`src/verilog/sparse_feed_pkg.sv`:
```
package sparse_feed_pkg;

  localparam int DATA_W       = 8;
  localparam int ROW_W        = 16;
  localparam int ROW_ADDR_W   = 4;
  localparam int COL_W        = 4;
  localparam int COUNT_W      = 5;   // 0 to 16 nonzeros
  localparam int KERNEL_LANES = 9;
  localparam int BLOCK_ADDR_W = 5;
  localparam int SDATA_ADDR_W = 8;

  typedef logic [DATA_W-1:0] data_t;
  typedef logic [ROW_W-1:0]  flag_row_t;
  typedef data_t [KERNEL_LANES-1:0] kernel_window_t;  // lane 0 in the low byte

  // host write ports
  typedef struct packed {
    logic [ROW_ADDR_W-1:0] addr;
    flag_row_t             mask;
  } flag_write_t;

  typedef struct packed {
    logic [SDATA_ADDR_W-1:0] addr;
    data_t                   data;
  } data_write_t;

  typedef struct packed {
    logic [BLOCK_ADDR_W-1:0] addr;
    kernel_window_t          lanes;
    logic [KERNEL_LANES-1:0] keep;  // one keep flag per lane
  } kernel_write_t;

  // stream path items
  typedef struct packed {
    logic [ROW_ADDR_W-1:0] row;
    flag_row_t             mask;
    logic [COUNT_W-1:0]    count;
    logic                  last;    // final row of the walk
  } row_item_t;

  typedef struct packed {
    logic [ROW_ADDR_W-1:0] row;
    logic [COL_W-1:0]      col;
    logic [COUNT_W-1:0]    count;
    logic                  empty;   // row without set bits
    logic                  last;    // final item of the final row
  } index_item_t;

  typedef struct packed {
    index_item_t idx;
    data_t       data;
  } stream_item_t;

endpackage
```
`src/verilog/sparse_feed_top.sv`:
```
`timescale 1ns/1ps

module sparse_feed_top #(
  parameter int SDATA_DEPTH   = 256,
  parameter int KERNEL_BLOCKS = 28
) (
  input  logic                                     clk,
  input  logic                                     reset,
  input  sparse_feed_pkg::flag_write_t             flag_wr_i,
  input  logic                                     flag_wr_valid_i,
  input  sparse_feed_pkg::data_write_t             data_wr_i,
  input  logic                                     data_wr_valid_i,
  input  sparse_feed_pkg::kernel_write_t           kernel_wr_i,
  input  logic                                     kernel_wr_valid_i,
  input  logic                                     start_i,
  input  logic [sparse_feed_pkg::COUNT_W-1:0]      row_count_i,
  input  logic [sparse_feed_pkg::BLOCK_ADDR_W-1:0] kernel_block_i,
  output logic                                     busy_o,
  output sparse_feed_pkg::kernel_window_t          kernel_window_o,
  output logic                                     kernel_valid_o,
  output sparse_feed_pkg::stream_item_t            stream_o,
  output logic                                     stream_valid_o,
  input  logic                                     stream_ready_i
);

  logic launch;

  sparse_feed_pkg::row_item_t    row_raw, row_s;
  logic                          row_raw_valid, row_raw_ready, row_s_valid, row_s_ready;
  sparse_feed_pkg::index_item_t  idx_raw, idx_s;
  logic                          idx_raw_valid, idx_raw_ready, idx_s_valid, idx_s_ready;
  sparse_feed_pkg::stream_item_t item_raw;
  logic                          item_raw_valid, item_raw_ready;

  assign launch = start_i && !busy_o;  // start ignored while busy

  always_ff @(posedge clk or negedge reset) begin
    if (!reset) begin
      busy_o <= 1'b0;
    end else if (launch) begin
      busy_o <= 1'b1;
    end else if (stream_valid_o && stream_ready_i && stream_o.idx.last) begin
      busy_o <= 1'b0;
    end
  end

  kernel_window_reader #(.KERNEL_BLOCKS(KERNEL_BLOCKS)) u_kernel (
    .clk(clk), .reset(reset),
    .kernel_wr_i(kernel_wr_i), .kernel_wr_valid_i(kernel_wr_valid_i),
    .launch_i(launch), .block_i(kernel_block_i),
    .window_o(kernel_window_o), .window_valid_o(kernel_valid_o)
  );

  flag_row_reader u_rows (
    .clk(clk), .reset(reset),
    .flag_wr_i(flag_wr_i), .flag_wr_valid_i(flag_wr_valid_i),
    .launch_i(launch), .row_count_i(row_count_i),
    .row_o(row_raw), .row_valid_o(row_raw_valid), .row_ready_i(row_raw_ready)
  );

  pipe_stage #(.payload_t(sparse_feed_pkg::row_item_t)) u_row_slice (
    .clk(clk), .reset(reset),
    .in_i(row_raw), .in_valid_i(row_raw_valid), .in_ready_o(row_raw_ready),
    .out_o(row_s), .out_valid_o(row_s_valid), .out_ready_i(row_s_ready)
  );

  nonzero_index_scan u_scan (
    .clk(clk), .reset(reset),
    .row_i(row_s), .row_valid_i(row_s_valid), .row_ready_o(row_s_ready),
    .idx_o(idx_raw), .idx_valid_o(idx_raw_valid), .idx_ready_i(idx_raw_ready)
  );

  pipe_stage #(.payload_t(sparse_feed_pkg::index_item_t)) u_idx_slice (
    .clk(clk), .reset(reset),
    .in_i(idx_raw), .in_valid_i(idx_raw_valid), .in_ready_o(idx_raw_ready),
    .out_o(idx_s), .out_valid_o(idx_s_valid), .out_ready_i(idx_s_ready)
  );

  serial_data_fetch #(.SDATA_DEPTH(SDATA_DEPTH)) u_fetch (
    .clk(clk), .reset(reset),
    .data_wr_i(data_wr_i), .data_wr_valid_i(data_wr_valid_i),
    .launch_i(launch),
    .idx_i(idx_s), .idx_valid_i(idx_s_valid), .idx_ready_o(idx_s_ready),
    .item_o(item_raw), .item_valid_o(item_raw_valid), .item_ready_i(item_raw_ready)
  );

  // output slice, stream_ready_i only reaches a register
  pipe_stage #(.payload_t(sparse_feed_pkg::stream_item_t)) u_out_slice (
    .clk(clk), .reset(reset),
    .in_i(item_raw), .in_valid_i(item_raw_valid), .in_ready_o(item_raw_ready),
    .out_o(stream_o), .out_valid_o(stream_valid_o), .out_ready_i(stream_ready_i)
  );

endmodule

```
`src/verilog/kernel_window_reader.sv`:
```
`timescale 1ns/1ps

module kernel_window_reader #(
  parameter int KERNEL_BLOCKS = 28
) (
  input  logic                                     clk,
  input  logic                                     reset,
  input  sparse_feed_pkg::kernel_write_t           kernel_wr_i,
  input  logic                                     kernel_wr_valid_i,
  input  logic                                     launch_i,
  input  logic [sparse_feed_pkg::BLOCK_ADDR_W-1:0] block_i,
  output sparse_feed_pkg::kernel_window_t          window_o,
  output logic                                     window_valid_o
);

  sparse_feed_pkg::kernel_window_t               lane_mem [KERNEL_BLOCKS];
  logic [sparse_feed_pkg::KERNEL_LANES-1:0]      keep_mem [KERNEL_BLOCKS];

  sparse_feed_pkg::kernel_window_t          lanes_q;
  logic [sparse_feed_pkg::KERNEL_LANES-1:0] keep_q;
  logic                                     rd_valid;
  sparse_feed_pkg::kernel_window_t          masked;

  always_ff @(posedge clk) begin
    if (kernel_wr_valid_i) begin
      lane_mem[kernel_wr_i.addr] <= kernel_wr_i.lanes;
      keep_mem[kernel_wr_i.addr] <= kernel_wr_i.keep;
    end
  end

  // stage 1, block read
  always_ff @(posedge clk) begin
    if (launch_i) begin
      lanes_q <= lane_mem[block_i];
      keep_q  <= keep_mem[block_i];
    end
  end

  // lanes with a cleared keep flag read as zero
  always_comb begin
    masked = '0;
    for (int l = 0; l < sparse_feed_pkg::KERNEL_LANES; l++) begin
      if (keep_q[l]) begin
        masked[l] = lanes_q[l];
      end
    end
  end

  always_ff @(posedge clk or negedge reset) begin
    if (!reset) begin
      rd_valid       <= 1'b0;
      window_valid_o <= 1'b0;
    end else begin
      rd_valid       <= launch_i;
      window_valid_o <= rd_valid;  // single pulse per launch
    end
  end

  // stage 2, window held until the next launch
  always_ff @(posedge clk) begin
    if (rd_valid) begin
      window_o <= masked;
    end
  end

  a_block_range : assert property (@(posedge clk) disable iff (!reset)
    launch_i |-> block_i < KERNEL_BLOCKS);

endmodule

```
`src/verilog/serial_data_fetch.sv`:
```
`timescale 1ns/1ps

module serial_data_fetch #(
  parameter int SDATA_DEPTH = 256
) (
  input  logic                          clk,
  input  logic                          reset,
  input  sparse_feed_pkg::data_write_t  data_wr_i,
  input  logic                          data_wr_valid_i,
  input  logic                          launch_i,
  input  sparse_feed_pkg::index_item_t  idx_i,
  input  logic                          idx_valid_i,
  output logic                          idx_ready_o,
  output sparse_feed_pkg::stream_item_t item_o,
  output logic                          item_valid_o,
  input  logic                          item_ready_i
);

  sparse_feed_pkg::data_t data_mem [SDATA_DEPTH];

  logic [sparse_feed_pkg::SDATA_ADDR_W-1:0] rd_ptr;
  logic                                     take;

  always_ff @(posedge clk) begin
    if (data_wr_valid_i) begin
      data_mem[data_wr_i.addr] <= data_wr_i.data;
    end
  end

  // output slot holds under stall, new item only when it drains
  assign idx_ready_o = !item_valid_o || item_ready_i;
  assign take        = idx_valid_i && idx_ready_o;

  // read pointer, one step per consumed byte
  always_ff @(posedge clk or negedge reset) begin
    if (!reset) begin
      rd_ptr <= '0;
    end else if (launch_i) begin
      rd_ptr <= '0;
    end else if (take && !idx_i.empty) begin
      rd_ptr <= rd_ptr + 1'b1;
    end
  end

  always_ff @(posedge clk or negedge reset) begin
    if (!reset) begin
      item_valid_o <= 1'b0;
    end else if (take) begin
      item_valid_o <= 1'b1;
    end else if (item_ready_i) begin
      item_valid_o <= 1'b0;
    end
  end

  always_ff @(posedge clk) begin
    if (take) begin
      item_o.idx  <= idx_i;
      item_o.data <= idx_i.empty ? '0 : data_mem[rd_ptr];  // empty rows carry no byte
    end
  end

  // launch only comes once the previous stream has fully drained
  a_launch_idle : assert property (@(posedge clk) disable iff (!reset)
    launch_i |-> !item_valid_o && !idx_valid_i);

endmodule

```
`src/verilog/nonzero_index_scan.sv`:
```
`timescale 1ns/1ps

module nonzero_index_scan (
  input  logic                         clk,
  input  logic                         reset,
  input  sparse_feed_pkg::row_item_t   row_i,
  input  logic                         row_valid_i,
  output logic                         row_ready_o,
  output sparse_feed_pkg::index_item_t idx_o,
  output logic                         idx_valid_o,
  input  logic                         idx_ready_i
);

  logic                                   have_row;
  sparse_feed_pkg::flag_row_t             work_q;   // bits still to emit
  sparse_feed_pkg::flag_row_t             mask_q;   // row mask as received
  sparse_feed_pkg::flag_row_t             rest;
  logic [sparse_feed_pkg::ROW_ADDR_W-1:0] row_q;
  logic [sparse_feed_pkg::COUNT_W-1:0]    count_q;
  logic                                   last_row_q;
  logic [sparse_feed_pkg::COL_W-1:0]      col;
  logic                                   take_row;
  logic                                   take_idx;

  assign rest = work_q & (work_q - 1'b1);  // drop lowest set bit

  // lowest set bit wins, zero mask gives column 0
  always_comb begin
    col = '0;
    for (int i = sparse_feed_pkg::ROW_W - 1; i >= 0; i--) begin
      if (work_q[i]) begin
        col = i[sparse_feed_pkg::COL_W-1:0];
      end
    end
  end

  assign idx_valid_o = have_row;
  assign idx_o.row   = row_q;
  assign idx_o.col   = col;
  assign idx_o.count = count_q;
  assign idx_o.empty = (mask_q == '0);
  assign idx_o.last  = last_row_q && (rest == '0);

  assign take_idx    = idx_valid_o && idx_ready_i;
  // next row loads in the same cycle the final index leaves
  assign row_ready_o = !have_row || (take_idx && (rest == '0));
  assign take_row    = row_valid_i && row_ready_o;

  always_ff @(posedge clk or negedge reset) begin
    if (!reset) begin
      have_row <= 1'b0;
    end else if (take_row) begin
      have_row <= 1'b1;
    end else if (take_idx && (rest == '0)) begin
      have_row <= 1'b0;
    end
  end

  always_ff @(posedge clk) begin
    if (take_row) begin
      work_q     <= row_i.mask;
      mask_q     <= row_i.mask;
      row_q      <= row_i.row;
      count_q    <= row_i.count;
      last_row_q <= row_i.last;
    end else if (take_idx) begin
      work_q <= rest;
    end
  end

  // every emitted column must come from the row that was handed in
  a_col_in_mask : assert property (@(posedge clk) disable iff (!reset)
    idx_valid_o && !idx_o.empty |-> mask_q[idx_o.col]);

endmodule

```
`src/verilog/flag_row_reader.sv`:
```
`timescale 1ns/1ps

module flag_row_reader (
  input  logic                                clk,
  input  logic                                reset,
  input  sparse_feed_pkg::flag_write_t        flag_wr_i,
  input  logic                                flag_wr_valid_i,
  input  logic                                launch_i,
  input  logic [sparse_feed_pkg::COUNT_W-1:0] row_count_i,
  output sparse_feed_pkg::row_item_t          row_o,
  output logic                                row_valid_o,
  input  logic                                row_ready_i
);

  localparam int ROWS = 2 ** sparse_feed_pkg::ROW_ADDR_W;

  sparse_feed_pkg::flag_row_t flag_mem [ROWS];

  logic                                   active;
  logic                                   advance;
  logic [sparse_feed_pkg::ROW_ADDR_W-1:0] rd_row;
  logic [sparse_feed_pkg::ROW_ADDR_W-1:0] last_row;
  logic [sparse_feed_pkg::COUNT_W-1:0]    count_m1;
  logic [sparse_feed_pkg::ROW_ADDR_W-1:0] row_q;
  sparse_feed_pkg::flag_row_t             mask_q;
  logic                                   last_q;
  logic [sparse_feed_pkg::COUNT_W-1:0]    pop;

  always_ff @(posedge clk) begin
    if (flag_wr_valid_i) begin
      flag_mem[flag_wr_i.addr] <= flag_wr_i.mask;
    end
  end

  assign count_m1 = row_count_i - 1'b1;
  assign advance  = active && (!row_valid_o || row_ready_i);  // pause while stalled

  // row walker
  always_ff @(posedge clk or negedge reset) begin
    if (!reset) begin
      active   <= 1'b0;
      rd_row   <= '0;
      last_row <= '0;
    end else if (launch_i) begin
      active   <= 1'b1;
      rd_row   <= '0;
      last_row <= count_m1[sparse_feed_pkg::ROW_ADDR_W-1:0];
    end else if (advance) begin
      rd_row <= rd_row + 1'b1;
      if (rd_row == last_row) begin
        active <= 1'b0;
      end
    end
  end

  always_ff @(posedge clk or negedge reset) begin
    if (!reset) begin
      row_valid_o <= 1'b0;
    end else if (advance) begin
      row_valid_o <= 1'b1;
    end else if (row_ready_i) begin
      row_valid_o <= 1'b0;
    end
  end

  // registered memory read doubles as the output register
  always_ff @(posedge clk) begin
    if (advance) begin
      mask_q <= flag_mem[rd_row];
      row_q  <= rd_row;
      last_q <= (rd_row == last_row);
    end
  end

  always_comb begin
    pop = '0;
    for (int i = 0; i < sparse_feed_pkg::ROW_W; i++) begin
      pop = pop + mask_q[i];
    end
  end

  assign row_o.row   = row_q;
  assign row_o.mask  = mask_q;
  assign row_o.count = pop;
  assign row_o.last  = last_q;

endmodule

```
`src/verilog/pipe_stage.sv`:
```
`timescale 1ns/1ps

module pipe_stage #(
  parameter type payload_t = logic
) (
  input  logic     clk,
  input  logic     reset,
  input  payload_t in_i,
  input  logic     in_valid_i,
  output logic     in_ready_o,
  output payload_t out_o,
  output logic     out_valid_o,
  input  logic     out_ready_i
);

  payload_t main_q;
  payload_t skid_q;
  logic     main_valid;
  logic     skid_valid;
  logic     push;
  logic     pop;

  assign in_ready_o  = !skid_valid;  // registered ready, no path from out_ready_i
  assign out_o       = main_q;
  assign out_valid_o = main_valid;

  assign push = in_valid_i && !skid_valid;
  assign pop  = main_valid && out_ready_i;

  always_ff @(posedge clk or negedge reset) begin
    if (!reset) begin
      main_valid <= 1'b0;
      skid_valid <= 1'b0;
    end else if (pop) begin
      if (skid_valid) begin
        skid_valid <= 1'b0;  // main refills from skid
      end else begin
        main_valid <= push;
      end
    end else if (push) begin
      if (main_valid) begin
        skid_valid <= 1'b1;  // output stalled, park it
      end else begin
        main_valid <= 1'b1;
      end
    end
  end

  always_ff @(posedge clk) begin
    if (pop && skid_valid) begin
      main_q <= skid_q;
    end else if (push && (pop || !main_valid)) begin
      main_q <= in_i;
    end
    if (push && main_valid && !pop) begin
      skid_q <= in_i;
    end
  end

  // a stalled item must not change under the consumer
  a_out_stable : assert property (@(posedge clk) disable iff (!reset)
    out_valid_o && !out_ready_i |=> out_valid_o && $stable(out_o));

endmodule

```
`config.mk`:
```
export PLATFORM = sky130hd
export DESIGN_NAME = sparse_feed_top
export DESIGN_NICKNAME = d
export VERILOG_FILES = /design/src/verilog/sparse_feed_pkg.sv /design/src/verilog/sparse_feed_top.sv /design/src/verilog/kernel_window_reader.sv /design/src/verilog/serial_data_fetch.sv /design/src/verilog/nonzero_index_scan.sv /design/src/verilog/flag_row_reader.sv /design/src/verilog/pipe_stage.sv
export SDC_FILE = /design/constraint.sdc
export NUM_CORES = 2
export LEC_CHECK = 0
export BUFFER_PORTS_ARGS = -buffer_cell sky130_fd_sc_hd__buf_2
export CORE_ASPECT_RATIO = 1.5
export CORE_MARGIN = 1.5
export CORE_UTILIZATION = 50
export DETAILED_ROUTE_END_ITERATION = 8
export GPL_ROUTABILITY_DRIVEN = 0
export PLACE_DENSITY = 0.75
export SLEW_MARGIN = 10
export SYNTH_ARGS = -nofsm -noshare
export SYNTH_HDL_FRONTEND = slang
export SYNTH_HIERARCHICAL = 1
export SYNTH_MEMORY_MAX_BITS = 65536
export SYNTH_SLANG_ARGS = --single-unit
export TNS_END_PERCENT = 1
```
`constraint.sdc`:
```
create_clock -name clk -period 5.1 [get_ports clk]
set_input_delay 0 -clock clk [delete_from_list [all_inputs] [get_ports clk]]
set_output_delay 0 -clock clk [all_outputs]
set_load 0.005 [all_outputs]
```
==> qor.log <==
qor: grt.grt_pass1_vias 96890
qor: synth.synth.cell_area 190600 µm²
qor: finish.finalNonFillerCells 14800
qor: synth.yosys_most_used_dff sky130_fd_sc_hd__edfxtp_1
qor: timing.setup_viol 0
qor: route.routed_wl_per_cell 32.05 µm
qor: timing.slew-limit-headroom 1.452%
qor: grt.grt_util_all_layers 24.35%
qor: floorplanning.core 379500 µm²
qor: floorplanning.num_io_pins 237
qor: finish.final_core_util 56.52%
qor: worst_setup_path.slowest_stage sky130_fd_sc_hd__dfrtp_4
qor: finish.area.sequential 149100 µm²
qor: synth.netlist_instances 8750
qor: finish.areaGrowthSynthToFinish 12.54%
qor: pwr.seq_power_share 50.5%
qor: finish.multi_input_area 39000 µm²
qor: status.status finished, final reports clean
qor: cts.cts-root-to-sink-buffers 4
qor: pwr.peakVddDrop 359.4 µV
qor: timing.timing.final.ws_setup 0.9311 ns
qor: placed_design.postPlaceCellArea 198600 µm²
qor: cts.worstSkewPairLatency 1.00 ns
qor: timing.finalSetupTns 0 ns
qor: placed_design.place_ws 0.9476 ns
qor: synth.synthMostInstantiatedCell sky130_fd_sc_hd__edfxtp_1
qor: synth.netlist.area_leader.share 77.82%
qor: worst_setup_path.max_stage_delay 0.92 ns
qor: grt.antenna_found_initial 47
qor: cts.numClockSinks 4968
qor: worst_setup_path.endpoint_class_of_the_critical_path flip-flop
qor: timing.unrepaired_setup_endpoints_after_global_routing no
qor: synth.post_synth_most_frequent_cells sky130_fd_sc_hd__edfxtp_1 (4939), sky130_fd_sc_hd__mux4_2 (975), sky130_fd_sc_hd__mux2i_1 (420), sky130_fd_sc_hd__nor2_1 (363), sky130_fd_sc_hd__a22oi_1 (243)
qor: route.drt_iter0_drc 11160
qor: worst_setup_path.worstSetupStartpointType flip-flop
qor: timing.timing.final.crit_share 81.74%
qor: timing.timing.fmax 0.2399 GHz
qor: timing.fin_worst_hold_slack 0.04713 ns
qor: floorplanning.floorplan.rows 277
qor: run.timing.max_cap.violations 0
qor: synth.yosys_warnings 6
qor: timing.timing_hold_violations_final 0
qor: pwr.leakage 67.57 nW
qor: route.detail-route-antenna-nets 0
qor: route.remaining_drc_errors 0
qor: pwr.power.combinational.fraction 15.0%
qor: grt.grt_overflow_total 0
qor: placed_design.numPortBuffers 235
qor: synth.synthesis.area_per_instance 21.78 µm²
qor: pwr.total_power 93.80 mW
qor: finish.nFillCells 26810
qor: worst_setup_path.worstPathArrival 4.92 ns
qor: timing.clock-skew-final 0.1105 ns
qor: finish.finalInstanceArea 214500 µm²
qor: pwr.cellPowerDensity 437.3 nW/µm²
qor: cts.clkSlewWorstSetupHoldPaths 0.06 ns
qor: cts.postCtsSetupBuffers 0
qor: worst_setup_path.critical_path_peak_fanout 32
qor: cts.numCtsBuffers 431
qor: route.first_pass_iters 6
qor: finish.post_route_cells_drive_above_1_share 23.34%
qor: timing.worst_slew_pin_slew 1.478 ns
qor: grt.first_pass_grt_wire_length 678000 µm
qor: route.postRouteWirelength 474500 µm
qor: route.routed-via-count 94350
qor: cts.cts_resized 0
qor: synth.syn_nets 8907
qor: synth.synthDistinctLibCells 87
qor: synth.ys_seq_area_share 78.20%
qor: synth.ys_ff_latch 4968
qor: placed_design.dpl.cell_count 13800
qor: floorplanning.die_footprint 385000 µm²
qor: timing.final-max-slew-violation-count 0
qor: cts.ctsRootBufferMaster sky130_fd_sc_hd__clkbuf_16
qor: pwr.power.internal 70.30 mW
qor: pwr.switchingPower 23.50 mW
qor: worst_hold_path.hp-class in -> reg
qor: synth.synthTopCellsByArea sky130_fd_sc_hd__edfxtp_1 (78%), sky130_fd_sc_hd__mux4_2 (12%), sky130_fd_sc_hd__mux2i_1 (2.2%)
qor: synth.synthArstFlopShare 0.5837%
qor: synth.number_of_flops_mapped_to_enable_cells_by_yosys 4939
qor: timing.min_period 4.169 ns
qor: cts.ctsHtreeMaxLevel 5
qor: placed_design.place_hpwl 270000 µm
qor: pwr.swShare 25.05%
qor: floorplanning.die_w 507.1 µm
qor: floorplanning.die_h 759.2 µm
qor: synth.post-synth-top-area-cell sky130_fd_sc_hd__edfxtp_1
qor: pwr.clock_power_share 34.5%
qor: finish.nNetsFinal 9567
qor: grt.grt_start_max_net_pins 218
qor: worst_setup_path.worst-setup-path-type reg -> reg
qor: route.routed_via_density 6.374
qor: worst_setup_path.cell_by_cell_trace_of_the_critical_path buf_4 > mux4_2 > and2_1 > a2111oi_0 > nor4bb_1 > a211o_1 > a32o_1
qor: floorplanning.start_util 50.22%
qor: cts.cts_tree built
qor: worst_setup_path.required 5.85 ns
==> cells in the final DEF, fill, tap and decap left out, types with 30 or more instances in the layout <==
cell type / count
sky130_fd_sc_hd__a22oi_1: 243
sky130_fd_sc_hd__nand3_1: 81
sky130_fd_sc_hd__buf_4: 220
sky130_fd_sc_hd__nor2_4: 30
sky130_fd_sc_hd__nor2b_1: 77
sky130_fd_sc_hd__o211ai_1: 79
sky130_fd_sc_hd__clkinv_2: 75
sky130_fd_sc_hd__clkbuf_1: 95
sky130_fd_sc_hd__buf_2: 222
sky130_fd_sc_hd__nor2_1: 329
sky130_fd_sc_hd__mux4_1: 33
sky130_fd_sc_hd__bufinv_16: 42
sky130_fd_sc_hd__edfxtp_1: 4939
sky130_fd_sc_hd__and2_1: 82
sky130_fd_sc_hd__mux2_4: 50
sky130_fd_sc_hd__nand2_1: 159
sky130_fd_sc_hd__clkinv_1: 89
sky130_fd_sc_hd__a211oi_1: 55
sky130_fd_sc_hd__mux4_2: 975
sky130_fd_sc_hd__a21oi_1: 69
sky130_fd_sc_hd__mux2i_1: 420
sky130_fd_sc_hd__buf_12: 58
sky130_fd_sc_hd__o21ai_0: 101
sky130_fd_sc_hd__inv_1: 40
sky130_fd_sc_hd__o22ai_1: 89
sky130_fd_sc_hd__clkbuf_16: 434
sky130_fd_sc_hd__dlygate4sd3_1: 202
==> repair_timing <==
action / in CTS / in global routing
setup endpoints to repair: 0 / 0
hold buffers: 202 / 0
endpoints found under the hold margin: 4658 / 0
==> worst paths after layout <==
kind	startpoint	cells past startpoint	end	slack, ns
min in group asynchronous	reset	4	u_fetch/rd_ptr[5]	0.17
max in group asynchronous	reset	4	u_kernel/rd_valid	4.36
worst max register to register	u_fetch/rd_ptr[0]	7	u_fetch/item_o[4]	0.93
worst min-delay path	kernel_wr_i[23]	2	u_kernel/lane_mem[2][14]	0.05
worst max-delay path	u_fetch/rd_ptr[0]	7	u_fetch/item_o[4]	0.93
worst min register to register	u_idx_slice/out_o[9]	0	u_fetch/item_o[17]	0.42
==> sequential cells by signal, summed over array words and instances (netlist names), 8 cells and up <==
register            count
u_kernel/keep_q         9
u_row_slice/out_o      26
u_scan/mask_q          16
u_out_slice/skid_q     23
u_row_slice/skid_q     26
u_scan/work_q          16
u_rows/flag_mem       256
u_kernel/window_o      72
u_out_slice/out_o      23
u_kernel/lanes_q       72
u_idx_slice/out_o      15
u_fetch/rd_ptr          8
u_idx_slice/skid_q     15
u_kernel/lane_mem    2016
u_fetch/item_o         23
u_kernel/keep_mem     252
u_fetch/data_mem     2048
u_rows/mask_q          16
==> critical path, delay by kind of cell, from the launching register on <==
kind                   cells  cell delay, ns
buffers and inverters      1            0.44
AOI/OAI and AO/OA          3            1.54
muxes                      1            0.56
and+or+nand+nor            2            0.39
DFF                        1            0.92
==> area by class of cell <==
cell class / instances / area share, %
sequential: 4968 / 69.50
multi-input combinational: 3252 / 18.18
clock buffer: 531 / 5.242
tap: 5022 / 2.929
timing repair buffer: 714 / 2.840
clock inverter: 255 / 1.212
inverter: 43 / 0.07991
antenna: 17 / 0.01983
==> power by group through the flow <==
stage / Sequential [mW] / Clock (mW) / Combinational [mW]
2_1_floorplan: 47.5 / 0 / 9.31
3_5_place_dp: 48.2 / 0 / 13.8
5_1_grt: 47.5 / 34.2 / 14.6
6_report: 47.4 / 32.4 / 14.0
4_1_cts: 47.4 / 32.7 / 14.0
3_3_place_gp: 48.2 / 0 / 13.5
==> kinds of logic after synthesis <==
family	count (synthesis)	share of synthesized area, %
flip-flops	4968	78.20
multiplexers	1502	14.72
AND/OR/NAND/NOR	916	2.313
AO/OA/AOI/OAI	799	2.987
buffers and inverters	530	1.549
adder cells (fa/ha/maj)	18	0.1576
XOR/XNOR	17	0.07812
==> metal layers <==
layer	wire length (µm)	up-vias	GRT usage (%)
li1	-	37950	-
met1	156800	49290	28.70
met2	242900	5657	42.00
met3	44850	1406	4.882
met4	29580	50	13.01
met5	341	-	0
No activity file was read; power rests on OpenSTA's default activity.
